### config.mk
export PLATFORM = sky130hd
export DESIGN_NAME = tlb_top
export DESIGN_NICKNAME = d
export VERILOG_FILES = /design/src/tlb_pkg.sv /design/src/tlb_entry_store.sv /design/src/tlb_maint_ctrl.sv /design/src/tlb_match.sv /design/src/tlb_top.sv
export VERILOG_INCLUDE_DIRS = /design/src
export SDC_FILE = /design/constraint.sdc
export NUM_CORES = 2
export LEC_CHECK = 0
export BUFFER_PORTS_ARGS = -buffer_cell sky130_fd_sc_hd__buf_2
export CORE_MARGIN = 1
export CORE_UTILIZATION = 30
export CTS_CLUSTER_SIZE = 24
export DETAILED_ROUTE_END_ITERATION = 7
export PLACE_DENSITY = 0.5
export SLEW_MARGIN = 20
export SYNTH_ARGS = -nofsm -noshare
export SYNTH_HDL_FRONTEND = slang
export SYNTH_SLANG_ARGS = --single-unit
export TNS_END_PERCENT = 30
### constraint.sdc
create_clock -name clk -period 7.3 [get_ports clk]
set_input_delay 0.73 -clock clk [delete_from_list [all_inputs] [get_ports clk]]
set_output_delay 0.73 -clock clk [all_outputs]
set_load 0.02 [all_outputs]
### src/tlb_settings.svh
`ifndef TLB_SETTINGS_SVH
`define TLB_SETTINGS_SVH

`define TLB_ENTRIES   16                   // 8, 16 or 32 entries
`define TLB_IDX_W     $clog2(`TLB_ENTRIES)

`define TLB_PS_4K     6'd12                // Page size codes in the ps field
`define TLB_PS_2M     6'd21

`define TLB_MAINT_LAT 2                    // Sampled maint_req to maint_ack, in cycles

`endif

### src/tlb_pkg.sv
`default_nettype none

`include "tlb_settings.svh"

package tlb_pkg;

    typedef logic [`TLB_IDX_W-1:0]   tlb_idx_t;
    typedef logic [`TLB_ENTRIES-1:0] tlb_mask_t;   // One bit per entry

    typedef struct packed {
        logic [19:0] pfn;
        logic [1:0]  mat;
        logic [1:0]  plv;
        logic        d;
        logic        v;
    } tlb_page_t;

    typedef struct packed {
        logic [18:0] vpn2;                         // VA[31:13]
        logic [7:0]  asid;
        logic [5:0]  ps;
        logic        g;
        logic        e;
        tlb_page_t   page0;                        // Even page
        tlb_page_t   page1;                        // Odd page
    } tlb_entry_t;

    typedef tlb_entry_t [`TLB_ENTRIES-1:0] tlb_entry_arr_t;

    typedef enum logic [2:0] {
        op_read,
        op_write,
        op_search,
        op_inv_all,
        op_inv_nonglobal,
        op_inv_asid,
        op_inv_asid_va
    } tlb_op_e;

    typedef struct packed {
        tlb_op_e     op;
        tlb_idx_t    index;
        tlb_entry_t  entry;                        // Write data
        logic [7:0]  asid;
        logic [31:0] va;
    } tlb_maint_req_t;

    typedef struct packed {
        tlb_entry_t  entry;                        // Read data
        logic        found;
        tlb_idx_t    index;                        // Search result
    } tlb_maint_rsp_t;

    typedef struct packed {
        logic        valid;
        logic [31:0] va;
        logic [7:0]  asid;
    } tlb_xlat_req_t;

    typedef struct packed {
        logic        valid;
        logic        hit;
        tlb_idx_t    index;
        logic [31:0] pa;
        tlb_page_t   page;
        logic [5:0]  ps;
    } tlb_xlat_rsp_t;

    // Lowest set bit wins
    function automatic tlb_idx_t first_hit(input tlb_mask_t hits);
        tlb_idx_t idx;
        idx = '0;
        for (int i = `TLB_ENTRIES - 1; i >= 0; i--) begin
            if (hits[i]) begin
                idx = tlb_idx_t'(i);
            end
        end
        return idx;
    endfunction

endpackage

`default_nettype wire

### src/tlb_entry_store.sv
`default_nettype none

`include "tlb_settings.svh"

module tlb_entry_store (
    input  wire logic                     clk,
    input  wire logic                     rst_n,
    // Write port
    input  wire logic                     we,
    input  wire tlb_pkg::tlb_idx_t        w_index,
    input  wire tlb_pkg::tlb_entry_t      w_entry,
    // Existence clear, one bit per entry
    input  wire tlb_pkg::tlb_mask_t       clear_mask,
    // Indexed read
    input  wire tlb_pkg::tlb_idx_t        r_index,
    output tlb_pkg::tlb_entry_t           r_entry,
    // Whole array for the parallel compare
    output tlb_pkg::tlb_entry_arr_t       all_entries
);

    tlb_pkg::tlb_entry_arr_t entries_q;

    always_ff @(posedge clk) begin
        if (!rst_n) begin
            for (int i = 0; i < `TLB_ENTRIES; i++) begin
                entries_q[i].e <= 1'b0;               // Only e is defined after reset
            end
        end else begin
            if (we) begin
                entries_q[w_index] <= w_entry;
            end
            for (int i = 0; i < `TLB_ENTRIES; i++) begin
                if (clear_mask[i]) begin
                    entries_q[i].e <= 1'b0;
                end
            end
        end
    end

    assign r_entry     = entries_q[r_index];
    assign all_entries = entries_q;

    // The controller never writes an entry and invalidates it in the same cycle
    a_no_write_clear: assert property (
        @(posedge clk) disable iff (!rst_n)
        we |-> !clear_mask[w_index]
    );

endmodule

`default_nettype wire

### src/tlb_maint_ctrl.sv
`default_nettype none

`include "tlb_settings.svh"

module tlb_maint_ctrl (
    input  wire logic                     clk,
    input  wire logic                     rst_n,
    // Four-phase maintenance port
    input  wire logic                     maint_req,
    input  wire tlb_pkg::tlb_maint_req_t  maint_req_data,
    output logic                          maint_ack,
    output tlb_pkg::tlb_maint_rsp_t       maint_rsp,
    // Entry store
    output logic                          we,
    output tlb_pkg::tlb_idx_t             w_index,
    output tlb_pkg::tlb_entry_t           w_entry,
    output tlb_pkg::tlb_mask_t            clear_mask,
    output tlb_pkg::tlb_idx_t             r_index,
    input  wire tlb_pkg::tlb_entry_t      r_entry,
    input  wire tlb_pkg::tlb_entry_arr_t  all_entries,
    // Matcher compare port
    output logic [31:0]                   cmp_va,
    output logic [7:0]                    cmp_asid,
    output logic                          cmp_use_va,
    input  wire tlb_pkg::tlb_mask_t       cmp_hits
);

    typedef enum logic [1:0] {
        st_idle,
        st_exec,
        st_resp,
        st_ack
    } state_e;

    state_e             state_q;
    state_e             state_d;
    logic               exec;
    tlb_pkg::tlb_op_e   op;
    tlb_pkg::tlb_mask_t g_col;
    tlb_pkg::tlb_mask_t inv_mask;

    assign op   = maint_req_data.op;                  // Held stable while maint_req is high
    assign exec = (state_q == st_exec);

    always_comb begin
        state_d = state_q;
        case (state_q)
            st_idle: if (maint_req) state_d = st_exec;
            st_exec: state_d = st_resp;
            st_resp: state_d = st_ack;
            st_ack:  if (!maint_req) state_d = st_idle;  // Stall until requester lets go
            default: state_d = st_idle;
        endcase
    end

    always_ff @(posedge clk) begin
        if (!rst_n) begin
            state_q <= st_idle;
        end else begin
            state_q <= state_d;
        end
    end

    assign maint_ack = (state_q == st_ack);

    always_comb begin
        for (int i = 0; i < `TLB_ENTRIES; i++) begin
            g_col[i] = all_entries[i].g;
        end
    end

    // cmp_hits lets globals through, so every ASID-based clear masks them here
    always_comb begin
        case (op)
            tlb_pkg::op_inv_all:       inv_mask = '1;
            tlb_pkg::op_inv_nonglobal: inv_mask = ~g_col;
            tlb_pkg::op_inv_asid,
            tlb_pkg::op_inv_asid_va:   inv_mask = cmp_hits & ~g_col;
            default:                   inv_mask = '0;
        endcase
    end

    assign cmp_va     = maint_req_data.va;
    assign cmp_asid   = maint_req_data.asid;
    assign cmp_use_va = (op == tlb_pkg::op_search) || (op == tlb_pkg::op_inv_asid_va);

    assign we         = exec && (op == tlb_pkg::op_write);
    assign w_index    = maint_req_data.index;
    assign w_entry    = maint_req_data.entry;
    assign r_index    = maint_req_data.index;
    assign clear_mask = exec ? inv_mask : '0;

    always_ff @(posedge clk) begin
        if (exec) begin
            maint_rsp <= '0;
            case (op)
                tlb_pkg::op_read: begin
                    maint_rsp.entry <= r_entry;
                end
                tlb_pkg::op_search: begin
                    maint_rsp.found <= |cmp_hits;
                    maint_rsp.index <= tlb_pkg::first_hit(cmp_hits);
                end
                default: ;
            endcase
        end
    end

    // Ack is seen high one edge after it rose, so req is checked at the rising edge
    a_ack_needs_req: assert property (
        @(posedge clk) disable iff (!rst_n)
        $rose(maint_ack) |-> $past(maint_req)
    );

    a_req_data_stable: assert property (
        @(posedge clk) disable iff (!rst_n)
        maint_req && $past(maint_req) |-> $stable(maint_req_data)
    );

endmodule

`default_nettype wire

### src/tlb_match.sv
`default_nettype none

`include "tlb_settings.svh"

module tlb_match (
    input  wire logic                     clk,
    input  wire logic                     rst_n,
    input  wire tlb_pkg::tlb_entry_arr_t  all_entries,
    // Translation port, one cycle latency
    input  wire tlb_pkg::tlb_xlat_req_t   xlat_req,
    output tlb_pkg::tlb_xlat_rsp_t        xlat_rsp,
    // Maintenance compare port, combinational
    input  wire logic [31:0]              cmp_va,
    input  wire logic [7:0]               cmp_asid,
    input  wire logic                     cmp_use_va,
    output tlb_pkg::tlb_mask_t            cmp_hits
);

    tlb_pkg::tlb_mask_t  xlat_hits;
    logic                xlat_hit;
    tlb_pkg::tlb_idx_t   sel_idx;
    tlb_pkg::tlb_entry_t sel_ent;
    logic                sel_big;
    logic                sel_odd;
    tlb_pkg::tlb_page_t  sel_page;
    logic [31:0]         sel_pa;

    logic                valid_q;
    logic                hit_q;
    tlb_pkg::tlb_idx_t   idx_q;
    logic [31:0]         pa_q;
    tlb_pkg::tlb_page_t  page_q;
    logic [5:0]          ps_q;

    // A global entry matches any ASID
    function automatic logic entry_hit(
        input tlb_pkg::tlb_entry_t ent,
        input logic [7:0]          asid,
        input logic [31:0]         va,
        input logic                use_va
    );
        logic page_eq;
        case (ent.ps)
            `TLB_PS_4K: page_eq = (ent.vpn2 == va[31:13]);
            `TLB_PS_2M: page_eq = (ent.vpn2[18:9] == va[31:22]);
            default:    page_eq = 1'b0;
        endcase
        return ent.e && (ent.g || ent.asid == asid) && (!use_va || page_eq);
    endfunction

    always_comb begin
        for (int i = 0; i < `TLB_ENTRIES; i++) begin
            xlat_hits[i] = entry_hit(all_entries[i], xlat_req.asid, xlat_req.va, 1'b1);
            cmp_hits[i]  = entry_hit(all_entries[i], cmp_asid, cmp_va, cmp_use_va);
        end
    end

    assign xlat_hit = xlat_req.valid && (|xlat_hits);
    assign sel_idx  = tlb_pkg::first_hit(xlat_hits);
    assign sel_ent  = all_entries[sel_idx];
    assign sel_big  = (sel_ent.ps == `TLB_PS_2M);
    assign sel_odd  = sel_big ? xlat_req.va[21] : xlat_req.va[12];     // Even/odd page
    assign sel_page = sel_odd ? sel_ent.page1 : sel_ent.page0;
    assign sel_pa   = sel_big ? {sel_page.pfn[19:9], xlat_req.va[20:0]}
                              : {sel_page.pfn, xlat_req.va[11:0]};

    always_ff @(posedge clk) begin
        if (!rst_n) begin
            valid_q <= 1'b0;
            hit_q   <= 1'b0;
        end else begin
            valid_q <= xlat_req.valid;
            hit_q   <= xlat_hit;
        end
    end

    always_ff @(posedge clk) begin
        if (xlat_hit) begin
            idx_q  <= sel_idx;
            pa_q   <= sel_pa;
            page_q <= sel_page;
            ps_q   <= sel_ent.ps;
        end else begin
            idx_q  <= '0;                             // Miss reports zeros
            pa_q   <= '0;
            page_q <= '0;
            ps_q   <= '0;
        end
    end

    always_comb begin
        xlat_rsp.valid = valid_q;
        xlat_rsp.hit   = hit_q;
        xlat_rsp.index = idx_q;
        xlat_rsp.pa    = pa_q;
        xlat_rsp.page  = page_q;
        xlat_rsp.ps    = ps_q;
    end

    a_hit_entry_present: assert property (
        @(posedge clk) disable iff (!rst_n)
        hit_q |-> $past(all_entries[sel_idx].e)
    );

endmodule

`default_nettype wire

### src/tlb_top.sv
`default_nettype none

module tlb_top (
    input  wire logic                     clk,
    input  wire logic                     rst_n,
    // Translation port
    input  wire tlb_pkg::tlb_xlat_req_t   xlat_req,
    output tlb_pkg::tlb_xlat_rsp_t        xlat_rsp,
    // Maintenance port
    input  wire logic                     maint_req,
    input  wire tlb_pkg::tlb_maint_req_t  maint_req_data,
    output logic                          maint_ack,
    output tlb_pkg::tlb_maint_rsp_t       maint_rsp
);

    logic                    we;
    tlb_pkg::tlb_idx_t       w_index;
    tlb_pkg::tlb_entry_t     w_entry;
    tlb_pkg::tlb_mask_t      clear_mask;
    tlb_pkg::tlb_idx_t       r_index;
    tlb_pkg::tlb_entry_t     r_entry;
    tlb_pkg::tlb_entry_arr_t all_entries;
    logic [31:0]             cmp_va;
    logic [7:0]              cmp_asid;
    logic                    cmp_use_va;
    tlb_pkg::tlb_mask_t      cmp_hits;

    tlb_entry_store tlb_entry_store_inst (
        .clk         (clk),
        .rst_n       (rst_n),
        .we          (we),
        .w_index     (w_index),
        .w_entry     (w_entry),
        .clear_mask  (clear_mask),
        .r_index     (r_index),
        .r_entry     (r_entry),
        .all_entries (all_entries)
    );

    tlb_match tlb_match_inst (
        .clk         (clk),
        .rst_n       (rst_n),
        .all_entries (all_entries),
        .xlat_req    (xlat_req),
        .xlat_rsp    (xlat_rsp),
        .cmp_va      (cmp_va),
        .cmp_asid    (cmp_asid),
        .cmp_use_va  (cmp_use_va),
        .cmp_hits    (cmp_hits)
    );

    tlb_maint_ctrl tlb_maint_ctrl_inst (
        .clk            (clk),
        .rst_n          (rst_n),
        .maint_req      (maint_req),
        .maint_req_data (maint_req_data),
        .maint_ack      (maint_ack),
        .maint_rsp      (maint_rsp),
        .we             (we),
        .w_index        (w_index),
        .w_entry        (w_entry),
        .clear_mask     (clear_mask),
        .r_index        (r_index),
        .r_entry        (r_entry),
        .all_entries    (all_entries),
        .cmp_va         (cmp_va),
        .cmp_asid       (cmp_asid),
        .cmp_use_va     (cmp_use_va),
        .cmp_hits       (cmp_hits)
    );

endmodule

`default_nettype wire
==> parameters.txt <==
Parameter                              Value

Worst setup path
  Depth of the most critical reg-to-reg path ... 15
  Arrival time of the worst setup path ... 6.73 ns
  Required time reported for the critical path endpoint ... 8.05 ns
  Register-to-register path setup slack ... 1.32 ns
  Crit Reg-Reg Endpoint ... tlb_match_inst.xlat_rsp[26]$_SDFF_PN0_
  Startpoint of the worst setup timing path ... tlb_entry_store_inst.all_entries[142]$_DFFE_PP_
  Crit end category ... register
  Critical Path Start Type ... register
  Max Fanout on Critical Path ... 52
  Reg2Reg Launch Point ... tlb_entry_store_inst.all_entries[142]$_DFFE_PP_
  Critical path endpoint ... tlb_match_inst.xlat_rsp[26]$_SDFF_PN0_
  Category of the most critical setup path ... register to register

STA
  Clk_skew ... 0.05305 ns
  Upper clock frequency limit ... 167.2 MHz
  Slew @ Worst Pin ... 1.198 ns
  Relative slew slack ... 0.2015
  RSZ-0062 raised after global routing ... false
  Fin Setup TNS ... 0 ns
  Portion of the clock cycle consumed by the worst path in the final layout ... 0.8193
  Number of pins exceeding their max-slew limit in the final report ... 0
  Final Hold Vio Count ... 0
  Worst hold-check slack ... 0.09083 ns
  Slack of the critical path ... 1.319 ns
  Final number of setup-violating endpoints ... 0
  Post-layout min period ... 5.981 ns

Layout
  Non-Filler Cell Area, Final ... 89410 um^2
  Cell Count, Final, Fillers Out ... 9167
  Final core area utilization ... 0.3470
  Fraction of final layout cells with drive strength greater than 1 ... 0.2163
  Fillers ... 24640
  Area grow syn2layout ... 14.62%
  Nets@finish ... 5803

Synth
  Summed instance area of the synthesized netlist ... 78010 um^2
  Library cell occupying the most area in the post-synthesis netlist ... sky130_fd_sc_hd__edfxtp_1
  Area share of the largest cell type after synthesis ... 0.5651
  Post-synthesis instance total ... 5409
  Main area contributors after synthesis ... sky130_fd_sc_hd__edfxtp_1 (57%), sky130_fd_sc_hd__mux4_2 (13%), sky130_fd_sc_hd__xnor2_1 (6.2%), sky130_fd_sc_hd__xor2_1 (3.5%), sky130_fd_sc_hd__mux2i_1 (2.5%)
  Fraction of the yosys area taken by sequential cells ... 0.5849
  Mean instance size in the synthesized netlist ... 14.42 um^2
  Syn. warnings ... 0
  Count of flip-flops with a built-in enable after synthesis ... 1468
  Share of flip-flops with an asynchronous set or reset after synthesis ... 0
  Top cells by instance count after synthesis ... sky130_fd_sc_hd__edfxtp_1 (1468), sky130_fd_sc_hd__xnor2_1 (554), sky130_fd_sc_hd__nand2_1 (516)
  Most common cell in the netlist ... sky130_fd_sc_hd__edfxtp_1
  Synth Register Bits ... 1545
  Count of unique library cells instantiated by Yosys ... 84
  Ys flop type ... sky130_fd_sc_hd__edfxtp_1

Clock tree
  Buffers inserted during post-CTS setup optimization ... 0
  Clock tree from TritonCTS ... built
  Count of cells resized by post-cts repair ... 0
  CTS Root Cell ... sky130_fd_sc_hd__clkbuf_16
  Maximum count of clock buffers along a single path ... 3
  Number of buffers created by CTS ... 180
  Post-CTS Hold Fix Bufs ... 0
  Clock latency at the later pin of the worst-skew pair ... 0.84 ns
  Clock H-tree levels ... 4
  Clock transition at path regs ... 0.06 ns
  Num Clock Sinks ... 1545

Place
  Placed Instances ... 8822
  Global placer's final weighted congestion ... 0.8892
  IO buf count ... 327
  Post-DP Area ... 83360 um^2
  Worst slack at placement ... 1.198 ns
  Estimated wirelength of the detail-placed design ... 180700 um

Floorplan
  Std cell rows ... 186
  Total core area ... 257600 um^2
  Vertical extent of the die ... 511.9 um
  Die outline width ... 511.9 um
  Die outline area ... 262100 um^2
  Top-level port count ... 341
  Initial core utilization ... 0.3028

Detailed routing
  Drt wl/cell ... 31.64 um
  TritonRoute pass-1 iters ... 5
  Iteration-0 DRC count of the detailed router ... 5725
  Final WL ... 290000 um
  Via density per instance ... 5.571
  Total via count in the routed design ... 51070
  Remaining DRCs ... 0
  Routed Antenna Nets ... 0

Power
  Clock share of power ... 0.438
  Net switching power figure ... 5.252 mW
  Combinational Power Share ... 0.087
  Switching fraction of total power ... 0.2480
  Part of the power in registers ... 0.474
  Design Power ... 21.18 mW
  Internal power of the cells ... 15.92 mW
  Static Leak ... 28.09 nW
  Total power per unit cell area ... 236.8 nW/um^2
  Peak supply drop ... 0.2543 mV

GRT
  Total routing resource utilization after global routing ... 0.2165
  Aggregate global routing overflow ... 0
  Maximum number of pins on one net before global-route repair ... 174
  Number of antenna violations at the first check in global routing ... 62
  First-pass GRT wire length ... 402700 um
  Vias in the first global route ... 50450

Min path
  Min-delay worst type ... primary input to register
  Startpoint of the most critical hold path ... xlat_req[19]

Run
  Max cap viols ... 0

Status
  Result of the run ... complete, no violations
layout make-up:
class / instances / area, um^2 / share of cell area
Sequential cell: 1545 / 45620 / 0.5103
Clock buffer: 226 / 4860 / 0.05435
Tap cell: 3384 / 4234 / 0.04736
Multi-Input combinational cell: 3453 / 30730 / 0.3437
Inverter: 14 / 52.55 / 0.0005878
Timing Repair Buffer: 426 / 2716 / 0.03038
Clock inverter: 105 / 1154 / 0.01290
Antenna cell: 14 / 35.03 / 0.0003918
power by group through the flow:
stage | clock (mW) | combinational [mW] | sequential, mW
finish | 9.29 | 1.85 | 10.0
detailed placement | 0 | 1.87 | 10.2
floorplan | 0 | 0.857 | 10.5
global placement | 0 | 1.86 | 10.2
CTS | 9.45 | 1.88 | 10.0
global route | 9.76 | 1.96 | 10.1
layout by cell type, fill, tap and decap left out, types with 27 or more instances in the layout:
cell type,synthesis,layout
sky130_fd_sc_hd__and3_1,45,45
sky130_fd_sc_hd__nand2_1,516,515
sky130_fd_sc_hd__buf_2,101,323
sky130_fd_sc_hd__o21ai_0,79,79
sky130_fd_sc_hd__clkinv_2,0,33
sky130_fd_sc_hd__xnor2_1,554,554
sky130_fd_sc_hd__edfxtp_1,1468,1468
sky130_fd_sc_hd__dfxtp_1,77,77
sky130_fd_sc_hd__nor2_1,95,76
sky130_fd_sc_hd__nor4_1,82,82
sky130_fd_sc_hd__a211o_1,27,27
sky130_fd_sc_hd__o211ai_1,32,32
sky130_fd_sc_hd__buf_4,39,75
sky130_fd_sc_hd__nor3b_1,34,34
sky130_fd_sc_hd__nor3_1,45,45
sky130_fd_sc_hd__mux2_2,49,49
sky130_fd_sc_hd__xor2_1,310,310
sky130_fd_sc_hd__clkbuf_1,203,30
sky130_fd_sc_hd__a32oi_1,70,70
sky130_fd_sc_hd__nand4_1,181,181
sky130_fd_sc_hd__nor2b_1,95,95
sky130_fd_sc_hd__clkbuf_16,0,182
sky130_fd_sc_hd__nand3_1,201,201
sky130_fd_sc_hd__a21oi_1,148,148
sky130_fd_sc_hd__mux4_2,435,435
sky130_fd_sc_hd__mux2i_1,196,196
registers in the layout, indices dropped and copies added, names as in the netlist:
name and cells:
tlb_match_inst.pa_q 21, tlb_entry_store_inst.all_entries 1392, tlb_match_inst.idx_q 4, tlb_match_inst.ps_q 6, tlb_match_inst.xlat_rsp 26, tlb_maint_ctrl_inst.state_q 2
tlb_match_inst.hit_q 1, tlb_maint_ctrl_inst.maint_rsp 92, tlb_match_inst.valid_q 1
cells by family after synthesis:
group	after synthesis	share of synthesized area
flops	1545	0.5849
simple gates	1415	0.09326
mux	680	0.1578
fa+ha+maj	21	0.002855
xor+xnor	864	0.09701
other cells	1	0.00004807
compound gates	471	0.04024
buf+inv	412	0.02390
critical path, stage by stage, from the launching register on:
cell and delay, ns:
sky130_fd_sc_hd__edfxtp_1 0.38, sky130_fd_sc_hd__nor3b_1 0.68, sky130_fd_sc_hd__nand3_1 0.36, sky130_fd_sc_hd__or4_1 0.69
sky130_fd_sc_hd__a211oi_2 0.52, sky130_fd_sc_hd__a21oi_1 0.24, sky130_fd_sc_hd__a31oi_1 0.58, sky130_fd_sc_hd__nand2_8 0.20
sky130_fd_sc_hd__a311oi_1 0.40, sky130_fd_sc_hd__o22ai_1 0.24, sky130_fd_sc_hd__a31oi_4 0.27, sky130_fd_sc_hd__buf_4 0.30
sky130_fd_sc_hd__nor3b_4 0.08, sky130_fd_sc_hd__buf_12 0.20, sky130_fd_sc_hd__a211o_1 0.47, sky130_fd_sc_hd__a21oi_1 0.19
worst min-delay path by stage:
| stage | endpoint | slack, ns | cells after the start |
|---|---|---|---|
| after floorplan | tlb_maint_ctrl_inst.state_q[0]$_SDFFE_PN0P_ | 0.53 | 1 |
| after global placement | tlb_maint_ctrl_inst.state_q[0]$_SDFFE_PN0P_ | 0.61 | 1 |
| after detailed placement | tlb_maint_ctrl_inst.state_q[0]$_SDFFE_PN0P_ | 0.63 | 1 |
| after CTS | tlb_match_inst.pa_q[7]$_SDFF_PN0_ | 0.03 | 2 |
| after global routing | tlb_match_inst.pa_q[0]$_SDFF_PN0_ | 0.06 | 2 |
| final | tlb_match_inst.pa_q[11]$_SDFF_PN0_ | 0.09 | 2 |
per-layer routing:
layer | vias up | track usage | routed length, um
li1 | 21370 | - | -
met1 | 26730 | 0.2933 | 122200
met2 | 2382 | 0.3414 | 133600
met3 | 536 | 0.04329 | 22460
met4 | 42 | 0.08149 | 11470
met5 | - | 0 | 268
(Power assumes the default switching activity.)
